**config.mk**
```make
export PLATFORM = sky130hd
export DESIGN_NAME = exu
export DESIGN_NICKNAME = d
export VERILOG_FILES = /design/src/exu_pkg.sv /design/src/exu.sv /design/src/exu_branch.sv /design/src/exu_mem_align.sv /design/src/exu_alu.sv
export VERILOG_INCLUDE_DIRS = /design/src /design/src/src
export SDC_FILE = /design/constraint.sdc
export NUM_CORES = 1
export LEC_CHECK = 0
export BUFFER_PORTS_ARGS = -buffer_cell sky130_fd_sc_hd__buf_2
export CELL_PAD_IN_SITES_DETAIL_PLACEMENT = 1
export CELL_PAD_IN_SITES_GLOBAL_PLACEMENT = 1
export CORE_MARGIN = 3
export CORE_UTILIZATION = 37
export CTS_CLUSTER_DIAMETER = 50
export DETAILED_ROUTE_END_ITERATION = 8
export HOLD_SLACK_MARGIN = 0.05
export PLACE_DENSITY = 0.87
export SYNTH_ARGS = -nofsm -noshare
export SYNTH_HDL_FRONTEND = slang
export SYNTH_SLANG_ARGS = --single-unit
```
**constraint.sdc**
```tcl
create_clock -name clock -period 10.15 [get_ports clock]
set_input_delay 1.5225 -clock clock [delete_from_list [all_inputs] [get_ports clock]]
set_output_delay 1.5225 -clock clock [all_outputs]
set_load 0.005 [all_outputs]
```
**src/exu_defs.svh**
```systemverilog
`ifndef EXU_DEFS_SVH
`define EXU_DEFS_SVH

// register and address width
`define EXU_XLEN 32

// memory data width, one strobe bit per byte
`define EXU_BUS_WIDTH 64

// data_ram depth in bus words
`define EXU_RAM_WORDS 256

// csr address width
`define EXU_CSR_AW 12

`endif
```
**src/exu_pkg.sv**
```systemverilog
package exu_pkg;

  // execute stage states, stores split address and data
  typedef enum logic [2:0] {
    s_idle,
    s_hold,
    s_load_req,
    s_load_resp,
    s_store_req,
    s_store_addr,
    s_store_data,
    s_store_resp
  } exu_state_t;

  // funct3 order; alu_sw turns add into sub and srl into sra
  typedef enum logic [2:0] {
    alu_add,
    alu_sll,
    alu_slt,
    alu_sltu,
    alu_xor,
    alu_srl,
    alu_or,
    alu_and
  } alu_funct_t;

  // jump kinds
  typedef enum logic [2:0] {
    goto_none,
    goto_jal,
    goto_jalr,
    goto_jump_reg,
    goto_branch_nz,
    goto_branch_z
  } goto_t;

  // ls code, 4 bits, zero means no memory access
  //   bit 3    load
  //   bit 2    sign extend on load, always set on store
  //   bits 1:0 size: byte, half, word
  //
  // csrw code, 2 bits
  //   0  none
  //   1  alu result to csr val_c[11:0]
  //   2  val_b to csr val_c[11:0]
  //   3  ebreak marker, val_b to csr 0

endpackage

```
**src/exu.sv**
```systemverilog
`timescale 1ns/1ps
`include "exu_defs.svh"

module exu (
  input  logic                        clock,
  input  logic                        reset,
  input  logic                        in_valid,
  output logic                        in_ready,
  input  logic [`EXU_XLEN-1:0]        in_pc,
  input  logic [`EXU_XLEN-1:0]        in_val_a,
  input  logic [`EXU_XLEN-1:0]        in_val_b,
  input  logic [`EXU_XLEN-1:0]        in_val_c,
  input  logic                        in_alu_src,
  input  exu_pkg::alu_funct_t         in_alu_funct,
  input  logic                        in_alu_sw,
  input  logic [4:0]                  in_rd,
  input  logic                        in_rd_src,
  input  logic [3:0]                  in_ls,
  input  exu_pkg::goto_t              in_goto,
  input  logic [1:0]                  in_csrw,
  input  logic                        out_ready,
  output logic                        out_valid,
  output logic                        out_gpr_wen,
  output logic [4:0]                  out_gpr_waddr,
  output logic [`EXU_XLEN-1:0]        out_gpr_wdata,
  output logic                        out_csr_wen,
  output logic [`EXU_CSR_AW-1:0]      out_csr_waddr,
  output logic [`EXU_XLEN-1:0]        out_csr_wdata,
  output logic                        jump_flush,
  output logic [`EXU_XLEN-1:0]        jump_dnpc,
  output logic [4:0]                  fwd_rd,
  output logic [`EXU_XLEN-1:0]        fwd_gpr_wdata,
  output logic [`EXU_CSR_AW-1:0]      fwd_csr_waddr,
  output logic                        ar_valid,
  input  logic                        ar_ready,
  output logic [`EXU_XLEN-1:0]        ar_addr,
  input  logic                        r_valid,
  output logic                        r_ready,
  input  logic [`EXU_BUS_WIDTH-1:0]   r_data,
  output logic                        aw_valid,
  input  logic                        aw_ready,
  output logic [`EXU_XLEN-1:0]        aw_addr,
  output logic                        w_valid,
  input  logic                        w_ready,
  output logic [`EXU_BUS_WIDTH-1:0]   w_data,
  output logic [`EXU_BUS_WIDTH/8-1:0] w_strb,
  input  logic                        b_valid,
  output logic                        b_ready
);
  import exu_pkg::*;

  exu_state_t state;
  exu_state_t state_next;
  exu_state_t entry_state;
  logic       accept;
  logic       st_idle;

  logic [`EXU_XLEN-1:0] pc;
  logic [`EXU_XLEN-1:0] val_a;
  logic [`EXU_XLEN-1:0] val_b;
  logic [`EXU_XLEN-1:0] val_c;
  logic                 alu_src;
  alu_funct_t           alu_funct;
  logic                 alu_sw;
  logic [4:0]           rd;
  logic                 rd_src;
  logic [3:0]           ls;
  goto_t                goto;
  logic [1:0]           csrw;
  logic [`EXU_XLEN-1:0] load_val;

  logic [`EXU_XLEN-1:0] alu_a;
  logic [`EXU_XLEN-1:0] alu_result;
  logic [`EXU_XLEN-1:0] load_value;

  assign st_idle   = (state == s_idle);
  assign out_valid = (state == s_hold);
  assign in_ready  = st_idle | (out_valid & out_ready);
  assign accept    = in_valid & in_ready;

  always_comb begin
    if (in_ls == 4'd0) begin
      entry_state = s_hold;
    end else if (in_ls[3]) begin
      entry_state = s_load_req;
    end else begin
      entry_state = s_store_req;
    end
  end

  always_comb begin
    state_next = state;
    case (state)
      s_idle: begin
        if (accept) state_next = entry_state;
      end
      s_hold: begin
        if (out_ready) state_next = accept ? entry_state : s_idle;
      end
      s_load_req: begin
        if (ar_ready) state_next = s_load_resp;
      end
      s_load_resp: begin
        if (r_valid) state_next = s_hold;
      end
      // address and data may be taken in either order
      s_store_req: begin
        if (aw_ready & w_ready) begin
          state_next = s_store_resp;
        end else if (aw_ready) begin
          state_next = s_store_data;
        end else if (w_ready) begin
          state_next = s_store_addr;
        end
      end
      s_store_addr: begin
        if (aw_ready) state_next = s_store_resp;
      end
      s_store_data: begin
        if (w_ready) state_next = s_store_resp;
      end
      s_store_resp: begin
        if (b_valid) state_next = s_hold;
      end
      default: state_next = s_idle;
    endcase
  end

  always_ff @(posedge clock) begin
    if (reset) begin
      state <= s_idle;
    end else begin
      state <= state_next;
    end
  end

  // instruction register
  always_ff @(posedge clock) begin
    if (accept) begin
      pc        <= in_pc;
      val_a     <= in_val_a;
      val_b     <= in_val_b;
      val_c     <= in_val_c;
      alu_src   <= in_alu_src;
      alu_funct <= in_alu_funct;
      alu_sw    <= in_alu_sw;
      rd        <= in_rd;
      rd_src    <= in_rd_src;
      ls        <= in_ls;
      goto      <= in_goto;
      csrw      <= in_csrw;
    end
    if (r_valid & r_ready) begin
      load_val <= load_value;
    end
  end

  assign alu_a = alu_src ? pc : val_a;

  exu_alu alu_i (
    .alu_a  (alu_a),
    .alu_b  (val_b),
    .funct  (alu_funct),
    .sw     (alu_sw),
    .result (alu_result)
  );

  exu_mem_align align_i (
    .addr_low    (alu_result[2:0]),
    .ls          (ls),
    .store_value (val_c),
    .r_data      (r_data),
    .w_data      (w_data),
    .w_strb      (w_strb),
    .load_value  (load_value)
  );

  exu_branch branch_i (
    .goto       (goto),
    .pc         (pc),
    .val_a      (val_a),
    .val_c      (val_c),
    .alu_result (alu_result),
    .holding    (out_valid),
    .jump_flush (jump_flush),
    .jump_dnpc  (jump_dnpc)
  );

  // memory channels
  assign ar_valid = (state == s_load_req);
  assign ar_addr  = alu_result;
  assign r_ready  = (state == s_load_resp);
  assign aw_valid = (state == s_store_req) | (state == s_store_addr);
  assign aw_addr  = alu_result;
  assign w_valid  = (state == s_store_req) | (state == s_store_data);
  assign b_ready  = (state == s_store_resp);

  // writeback
  assign out_gpr_wen   = |rd;
  assign out_gpr_waddr = rd;
  assign out_gpr_wdata = ls[3] ? load_val : (rd_src ? val_a : alu_result);

  // ebreak shows up as a write to csr 0
  assign out_csr_wen   = |csrw;
  assign out_csr_waddr = (&csrw) ? '0 : val_c[`EXU_CSR_AW-1:0];
  assign out_csr_wdata = csrw[1] ? val_b : alu_result;

  assign fwd_rd        = st_idle ? '0 : rd;
  assign fwd_gpr_wdata = st_idle ? '0 : out_gpr_wdata;
  assign fwd_csr_waddr = (st_idle | ~out_csr_wen) ? '0 : out_csr_waddr;

endmodule

```
**src/exu_branch.sv**
```systemverilog
`timescale 1ns/1ps
`include "exu_defs.svh"

module exu_branch (
  input  exu_pkg::goto_t       goto,
  input  logic [`EXU_XLEN-1:0] pc,
  input  logic [`EXU_XLEN-1:0] val_a,
  input  logic [`EXU_XLEN-1:0] val_c,
  input  logic [`EXU_XLEN-1:0] alu_result,
  input  logic                 holding,
  output logic                 jump_flush,
  output logic [`EXU_XLEN-1:0] jump_dnpc
);
  import exu_pkg::*;

  logic                 taken;
  logic                 predicted;
  logic                 is_branch;
  logic [`EXU_XLEN-1:0] base;
  logic [`EXU_XLEN-1:0] offset;
  logic [`EXU_XLEN-1:0] target;

  always_comb begin
    case (goto)
      goto_none:      taken = 1'b0;
      goto_branch_nz: taken = |alu_result;
      goto_branch_z:  taken = ~|alu_result;
      default:        taken = 1'b1;
    endcase
  end

  assign base   = (goto == goto_jalr || goto == goto_jump_reg) ? val_a : pc;
  assign offset = (goto == goto_jump_reg) ? '0 : val_c;
  assign target = base + (taken ? offset : `EXU_XLEN'd4);

  assign jump_dnpc = {target[`EXU_XLEN-1:1], 1'b0};

  // backward taken, forward not taken, only for branches
  assign is_branch  = (goto == goto_branch_nz) || (goto == goto_branch_z);
  assign predicted  = is_branch & val_c[`EXU_XLEN-1];
  assign jump_flush = holding & (taken ^ predicted);

endmodule

```
**src/exu_mem_align.sv**
```systemverilog
`timescale 1ns/1ps
`include "exu_defs.svh"

module exu_mem_align (
  input  logic [2:0]                   addr_low,
  input  logic [3:0]                   ls,
  input  logic [`EXU_XLEN-1:0]         store_value,
  input  logic [`EXU_BUS_WIDTH-1:0]    r_data,
  output logic [`EXU_BUS_WIDTH-1:0]    w_data,
  output logic [`EXU_BUS_WIDTH/8-1:0]  w_strb,
  output logic [`EXU_XLEN-1:0]         load_value
);

  logic [3:0]                size_mask;
  logic [`EXU_BUS_WIDTH-1:0] lane_data;
  logic [5:0]                bit_offset;

  assign bit_offset = {addr_low, 3'b000};

  // store side
  always_comb begin
    case (ls[1:0])
      2'b00:   size_mask = 4'b0001;
      2'b01:   size_mask = 4'b0011;
      2'b10:   size_mask = 4'b1111;
      default: size_mask = 4'b0000;
    endcase
  end

  assign w_data = {{(`EXU_BUS_WIDTH-`EXU_XLEN){1'b0}}, store_value} << bit_offset;
  assign w_strb = {{(`EXU_BUS_WIDTH/8-4){1'b0}}, size_mask} << addr_low;

  // load side, addressed byte moved down to lane 0
  assign lane_data = r_data >> bit_offset;

  always_comb begin
    case (ls[1:0])
      2'b00:   load_value = {{24{lane_data[7] & ls[2]}}, lane_data[7:0]};
      2'b01:   load_value = {{16{lane_data[15] & ls[2]}}, lane_data[15:0]};
      default: load_value = lane_data[31:0];
    endcase
  end

endmodule

```
**src/exu_alu.sv**
```systemverilog
`timescale 1ns/1ps
`include "exu_defs.svh"

module exu_alu (
  input  logic [`EXU_XLEN-1:0] alu_a,
  input  logic [`EXU_XLEN-1:0] alu_b,
  input  exu_pkg::alu_funct_t  funct,
  input  logic                 sw,
  output logic [`EXU_XLEN-1:0] result
);
  import exu_pkg::*;

  logic [4:0]                 shamt;
  logic signed [`EXU_XLEN-1:0] sra_val;

  assign shamt = alu_b[4:0];
  // kept apart so the shift stays arithmetic
  assign sra_val = $signed(alu_a) >>> shamt;

  always_comb begin
    case (funct)
      alu_add:  result = sw ? alu_a - alu_b : alu_a + alu_b;
      alu_sll:  result = alu_a << shamt;
      alu_slt:  result = {{(`EXU_XLEN-1){1'b0}}, $signed(alu_a) < $signed(alu_b)};
      alu_sltu: result = {{(`EXU_XLEN-1){1'b0}}, alu_a < alu_b};
      alu_xor:  result = alu_a ^ alu_b;
      alu_srl: begin
        if (sw) begin
          result = sra_val;
        end else begin
          result = alu_a >> shamt;
        end
      end
      alu_or:   result = alu_a | alu_b;
      alu_and:  result = alu_a & alu_b;
      default:  result = alu_a + alu_b;
    endcase
  end

endmodule

```
== Word level (Yosys, flattened, before mapping) ==
Index checks and enable logic that the tools add are counted.
Storage, ports and cells
  output and inout port bits: 308
  register bits: 183
  bits of input ports: 221
  logic and storage cells: 114
Operators by class
  shift operators: 6
  reduce and logical (&&, ||, !) cells: 13
  magnitude comparators: 2
  muxes and demuxes: 31
  bitwise gates (word level): 17
  eq/ne operators: 28
  add/subtract/negate cells: 3
Operators by type and width (number)
  2-to-1 mux 32 bit: 10
  one-hot mux 32 bit (8 select lines): 1
  adder 32 bit: 2
  < comparator 32 bit: 2
  one-hot mux 32 bit (2 select lines): 1
  << shifter 32 x 6 -> 64 bit: 1
  right shift 64 x 6 -> 32 bit: 1
  2-to-1 mux 3 bit: 13
  AND 32 bit: 1
  OR 32 bit: 1
  OR reduction 32 bit: 1
  << shifter 32 x 5 -> 32 bit: 1
  right shift 32 x 5 -> 32 bit: 1
  >>> shifter 32 x 5 -> 32 bit: 1
  subtractor 32 bit: 1
  bitwise XOR 32 bit: 1
  == test 3 bit (second input constant): 10
  2-to-1 mux 12 bit: 2
  one-hot mux 3 bit (8 select lines): 1
  == test 3 x 2 -> 1 bit (second input constant): 6
  inequality test 2 bit (second input constant): 6
  one-hot mux 4 bit (3 select lines): 1
  logical NOT 3 bit: 3
  AND 1 bit: 8
  19 further kinds: 24

== Longest topological paths before layout ==
  depth after elaboration: 9
  gate-level depth with buffers: 42
  gate-level depth less buffers: 37

== Hierarchy ==
A second synthesis with hierarchy kept.
Second synthesis, totals
  cells, all modules: 2606
  area total of the unflattened synthesis: 21913.5 µm²
Modules (own cells, without submodules)
  exu_alu: area each 8498.2 µm², cells each 1331, seq. area each 0.0 µm², instances 1
  exu: area each 7861.3 µm², cells each 516, seq. area each 5465.2 µm², instances 1
  exu_mem_align: area each 3050.4 µm², cells each 409, seq. area each 0.0 µm², instances 1
  exu_branch: area each 2503.7 µm², cells each 350, seq. area each 0.0 µm², instances 1

== Worst setup path after synthesis ==
OpenSTA, ideal clock, no wires.
  path kind: register -> output
  start: reg alu_src
  end: out jump_dnpc[30]
  required time: 8.628 ns
  cell stages (with the launch flop): 40
  arrival time: 8.740 ns
  path buffers: 5
  slack: -0.112 ns
  cells stage by stage: edfxtp_1 -> buf_6 -> buf_2 -> buf_2 -> buf_1 -> mux2i_1 -> ha_1 -> inv_1 -> fa_1 -> nor2b_1 -> o21ai_0 -> a31oi_1 -> o211ai_1 -> nand2_1 -> a31o_2 -> a21o_1 -> a311o_1 -> or4_4 -> [... 4 more ...] -> clkbuf_1 -> and2_1 -> ha_1 -> o21ai_0 -> a21boi_0 -> o21ai_0 -> a21boi_0 -> o21ai_0 -> a21boi_0 -> o31a_1 -> o41ai_1 -> o31ai_1 -> o41a_1 -> a31oi_1 -> a31oi_1 -> a21o_1 -> a21oi_1 -> xnor2_1
Between the ends
  cells in the longest elaborated chain, start to end: 9
  elaborated cells on any way between the ends: 19
  those cells by class: 3 x add/sub; 2 x order compare; 3 x shift; 6 x mux; 3 x bitwise; 2 x reduce/logical
RTL lines
  from (decl): line exu.sv:62  | logic alu_src;
  from (signal assigned): line exu.sv:144  | alu_src <= in_alu_src;
  2-to-1 mux 32 bit (*): line exu.sv:158  | assign alu_a = alu_src ? pc : val_a;
  adder 32 bit (tied with other cells): line exu_alu.sv:22  | alu_add: result = sw ? alu_a - alu_b : alu_a + alu_b;
  2-to-1 mux 32 bit (on tied branches): line exu_alu.sv:22, exu_alu.sv:28
  one-hot mux 32 bit (8 select lines) (*): line exu_alu.sv:21  | case (funct)
  via ar_addr[30]: line exu.sv:36  | output logic [`EXU_XLEN-1:0] ar_addr,
  OR reduction 32 bit (*): line exu_branch.sv:26, exu_branch.sv:27
  logical NOT 1 bit: line exu_branch.sv:27  | goto_branch_z: taken = ~|alu_result;
  one-hot mux 1 bit (3 select lines) (*): line exu_branch.sv:24  | case (goto)
  2-to-1 mux 32 bit (*): line exu_branch.sv:34  | assign target = base + (taken ? offset : `EXU_XLEN'd4);
  adder 32 bit (*): line exu_branch.sv:34
  to (decl): line exu.sv:30  | output logic [`EXU_XLEN-1:0] jump_dnpc,
The timed path passes the listed nets; every way through them passes the cells marked *.

== Worst setup path in the final report ==
  start: reg alu_src
  end: out jump_dnpc[30]
Between the ends
  cells in the longest elaborated chain, start to end: 9
  elaborated cells on any way between the ends: 19
  those cells by class: 3 x add/sub; 2 x order compare; 3 x shift; 6 x mux; 3 x bitwise; 2 x reduce/logical
RTL lines (line)
  2-to-1 mux 32 bit (*): exu.sv:158
  adder 32 bit (tied with other cells): exu_alu.sv:22
  2-to-1 mux 32 bit (on tied branches): exu_alu.sv:22, exu_alu.sv:28
  one-hot mux 32 bit (8 select lines) (*): exu_alu.sv:21
  OR reduction 32 bit (*): exu_branch.sv:26, exu_branch.sv:27
  logical NOT 1 bit: exu_branch.sv:27
  one-hot mux 1 bit (3 select lines) (*): exu_branch.sv:24
  2-to-1 mux 32 bit (*): exu_branch.sv:34
  adder 32 bit (*): exu_branch.sv:34
Every way passes the cells marked *; elsewhere a longest branch is shown, timed or not.

==> qor.yml <==
grt_pass1_vias: 28100
finalCriticalPeriod_ps: 10590
routed-via-count: 28600
cp_slowest_cell: "or4_4"
arrival_ps: 9060
cts_max_path_buffers: 2
drive_gt1_share_pct: 32.3
r2r_start: "alu_src$_DFFE_PP_"
ys_seq_area_share_pct: 23.2
final-setup-viol-count: 8
h-tree-depth: 4
setup_tns_ps: -1670
synth_top_area_share_pct: 23.0
finClkSkew_ps: 22.9
drt-total-wl_mm: 144
gp_congestion: 1.08
hold_depth: 2
holdCritStartpoint: "state[1]$_SDFFE_PP0P_"
rrSetupSlack_ps: 4080
firstDrtPassIters: 6
drtIter0Drc: 3298
synth_mux_area_share_pct: 16.4
max_freq_mhz: 94.5
cts.sinks: 183
async_flop_share_pct: 0
syn-num-nets: 3308
worst_pin_slew_ps: 1100
cts-root-buf: "clkbuf_16"
syn_inst: 2953
tritoncts: "yes"
power_density_nw_per_um2: 338
status: "finished with violations"
whs_endpoint: "state[1]$_SDFFE_PP0P_"
start_util_pct: 37.8
synth-xor-area-share_pct: 1.90
pin_count: 529
fin_util_pct: 49.1
route.detailed.drc: 0
period_share_pct: 104
start_kind: "flip-flop"
numCtsBuffers: 17
rsz0062_at_grt: "yes"
holdBufCountCts: 0
timing.rr.end: "load_val[24]$_DFFE_PP_"
slew_viol_final: 0
p_leak_nw: 13.6
die_h_microns: 258
stdcell_count: 4506
synth_top_family_by_area: "compound AO/OA/AOI/OAI gates"
post_drt_wl_per_cell_microns: 31.9
core-area_sq_um: 62300
antenna_found_initial: 18
layout.nets: 3999
synthDistinctLibCells: 95
cts.reportedPaths.clkPinSlew_ps: 90
dpl.hpwl_mm: 114
crit_fanout: 8
cp_common_cell: "o21ai_2"
fp.dieArea_sq_um: 66600
rows: 91
synth-main-ff-cell: "edfxtp_1"
violations: "setup timing"
fill_cells: 7709
clkLatencyLatePin_ps: 510
yosysMostFrequentCell: "nand2_1"
io_buffer_count: 527
overflow: 0
hold_violations: 0
die_x_microns: 258
postSynthAreaPerCell_sq_um: 7.97
grt_pass1_wl_mm: 202
drv_cap: 0
crit_type: "flip-flop to output pin"
synth_area_leaders: "edfxtp_1 23%, mux2i_1 9.7%, ha_1 7.0%"
synth_area_leader_cell: "edfxtp_1"
ir_drop_mv: 0.236
max_slew_margin_pct: 26.5
yosysWarnings: 0
synth_edf_count: 180
fin_ws_ps: -436
cp_slowest_stage_delay_ps: 530
netlist_area_sq_um: 23500
synth_compound_area_share_pct: 23.7
synth_seq_cells: 183
area_growth_syn_to_layout_pct: 30.0
route.antenna.remaining_nets: 0
grt_use_total_pct: 41.1
grt_max_degree: 110
yosys.area_share.adder_pct: 7.22
reg2reg_depth: 21
hp-class: "flip-flop to flip-flop"
critPathCaptureType: "output pin"
crit_required_ps: 8630
dp_cells: 4399
vias_per_cell: 6.34
synthSimpleGateAreaFrac_pct: 20.7
synth_common_cells: "379 x nand2_1, 249 x nor2_1, 228 x o21ai_0, 227 x mux2i_1, 180 x edfxtp_1"
registers in the layout, indices dropped and copies added, names as in the netlist:
register	flops
load_val	32
pc	32
val_a	32
val_b	32
val_c	32
out_gpr_waddr	5
ls	4
alu_funct	3
goto	3
state	3
csrw	2
alu_src	1
alu_sw	1
rd_src	1
metal layers:
layer | part of all wire, % | track usage [%] | vias up
li1 | - | - | 12200
met1 | 38 | 49.8 | 14100
met2 | 44 | 64.3 | 1788
met3 | 9.0 | 8.80 | 479
met4 | 9.1 | 30.7 | 6
met5 | 0.029 | 0 | -
cell families after synthesis:
logic type,count (synthesis)
AOI/OAI and AO/OA,849
xor gates and xnor gates,51
adders and majority gates,134
buffers and inverters,371
DFF,183
muxes,327
other,1
and+or+nand+nor,1037
timing repair:
action	in CTS	in global routing
gates resized for setup	100	70
setup buffers	53	14
cloned	1	0
setup endpoints to repair	19	19
pin swaps	28	47
power breakdown:
part,internal (mW),total (mW),leakage (nW),switching (mW)
clock network,0.328,0.720,0.266,0.392
registers,1.08,1.36,1.72,0.289
logic,3.18,8.24,11.7,5.06
total,4.58,10.3,13.6,5.74
area by class of cell:
| class | instances | area [sq um] | area share, % |
|---|---|---|---|
| Timing Repair Buffer | 920 | 5750 | 18.8 |
| Tap cell | 837 | 1050 | 3.43 |
| Sequential cell | 183 | 5470 | 17.9 |
| Multi-Input combinational cell | 2399 | 17200 | 56.4 |
| Clock buffer | 19 | 433 | 1.42 |
| Clock inverter | 13 | 136 | 0.446 |
| Inverter | 123 | 464 | 1.52 |
| Antenna cell | 12 | 30.0 | 0.0982 |
how the worst max path moves through the flow:
| stage | from | end | slack (ps) | depth (start not counted) |
|---|---|---|---|---|
| after floorplan | alu_src$_DFFE_PP_ | jump_dnpc[30] | 30 | 38 |
| after global placement | alu_src$_DFFE_PP_ | jump_dnpc[30] | -450 | 38 |
| after detailed placement | alu_src$_DFFE_PP_ | jump_dnpc[30] | -830 | 39 |
| after CTS | alu_src$_DFFE_PP_ | jump_dnpc[30] | -40 | 39 |
| after global routing | alu_src$_DFFE_PP_ | jump_dnpc[30] | -630 | 42 |
| final | alu_src$_DFFE_PP_ | jump_dnpc[30] | -440 | 42 |
critical path: cells and delay by family (launching register included):
family	cells	cell delay [ps]
fa+ha+maj	2	570
buf+inv	10	1390
compound gates	22	4390
simple gates	5	1310
xor+xnor	2	240
mux	1	160
flops	1	430
cell usage in the layout, fill, tap and decap left out, types with 12 or more instances in the layout:
master,count
a211oi_1,30
a21o_1,36
a21oi_1,145
a221oi_1,18
a22oi_1,27
a31oi_1,24
and2_1,93
and3_1,12
buf_2,527
buf_4,377
clkbuf_16,17
diode_2,12
edfxtp_1,180
ha_1,113
inv_1,117
mux2_1,20
mux2_2,38
mux2i_1,213
mux4_2,40
nand2_1,379
nand2b_1,28
nand3_1,52
nand4_1,19
nor2_1,244
nor2b_1,63
nor3_1,46
o211ai_1,40
o21ai_0,214
o21ai_1,13
o21bai_1,19
o221ai_1,17
o22a_1,13
o22ai_1,71
o31ai_1,13
or3_1,15
xnor2_1,33
xor2_1,15
metrics by stage:
step	hold slack, ps	instance area [sq um]	power (mW)	setup slack (ps)
after floorplan	643	23500	5.33	25.8
after global placement	667	28700	8.69	-453
after detailed placement	696	28700	8.80	-826
after CTS	701	30200	9.86	-35.3
after global routing	765	30600	10.7	-633
final	713	30600	10.3	-436
(Power assumes the default switching activity.)
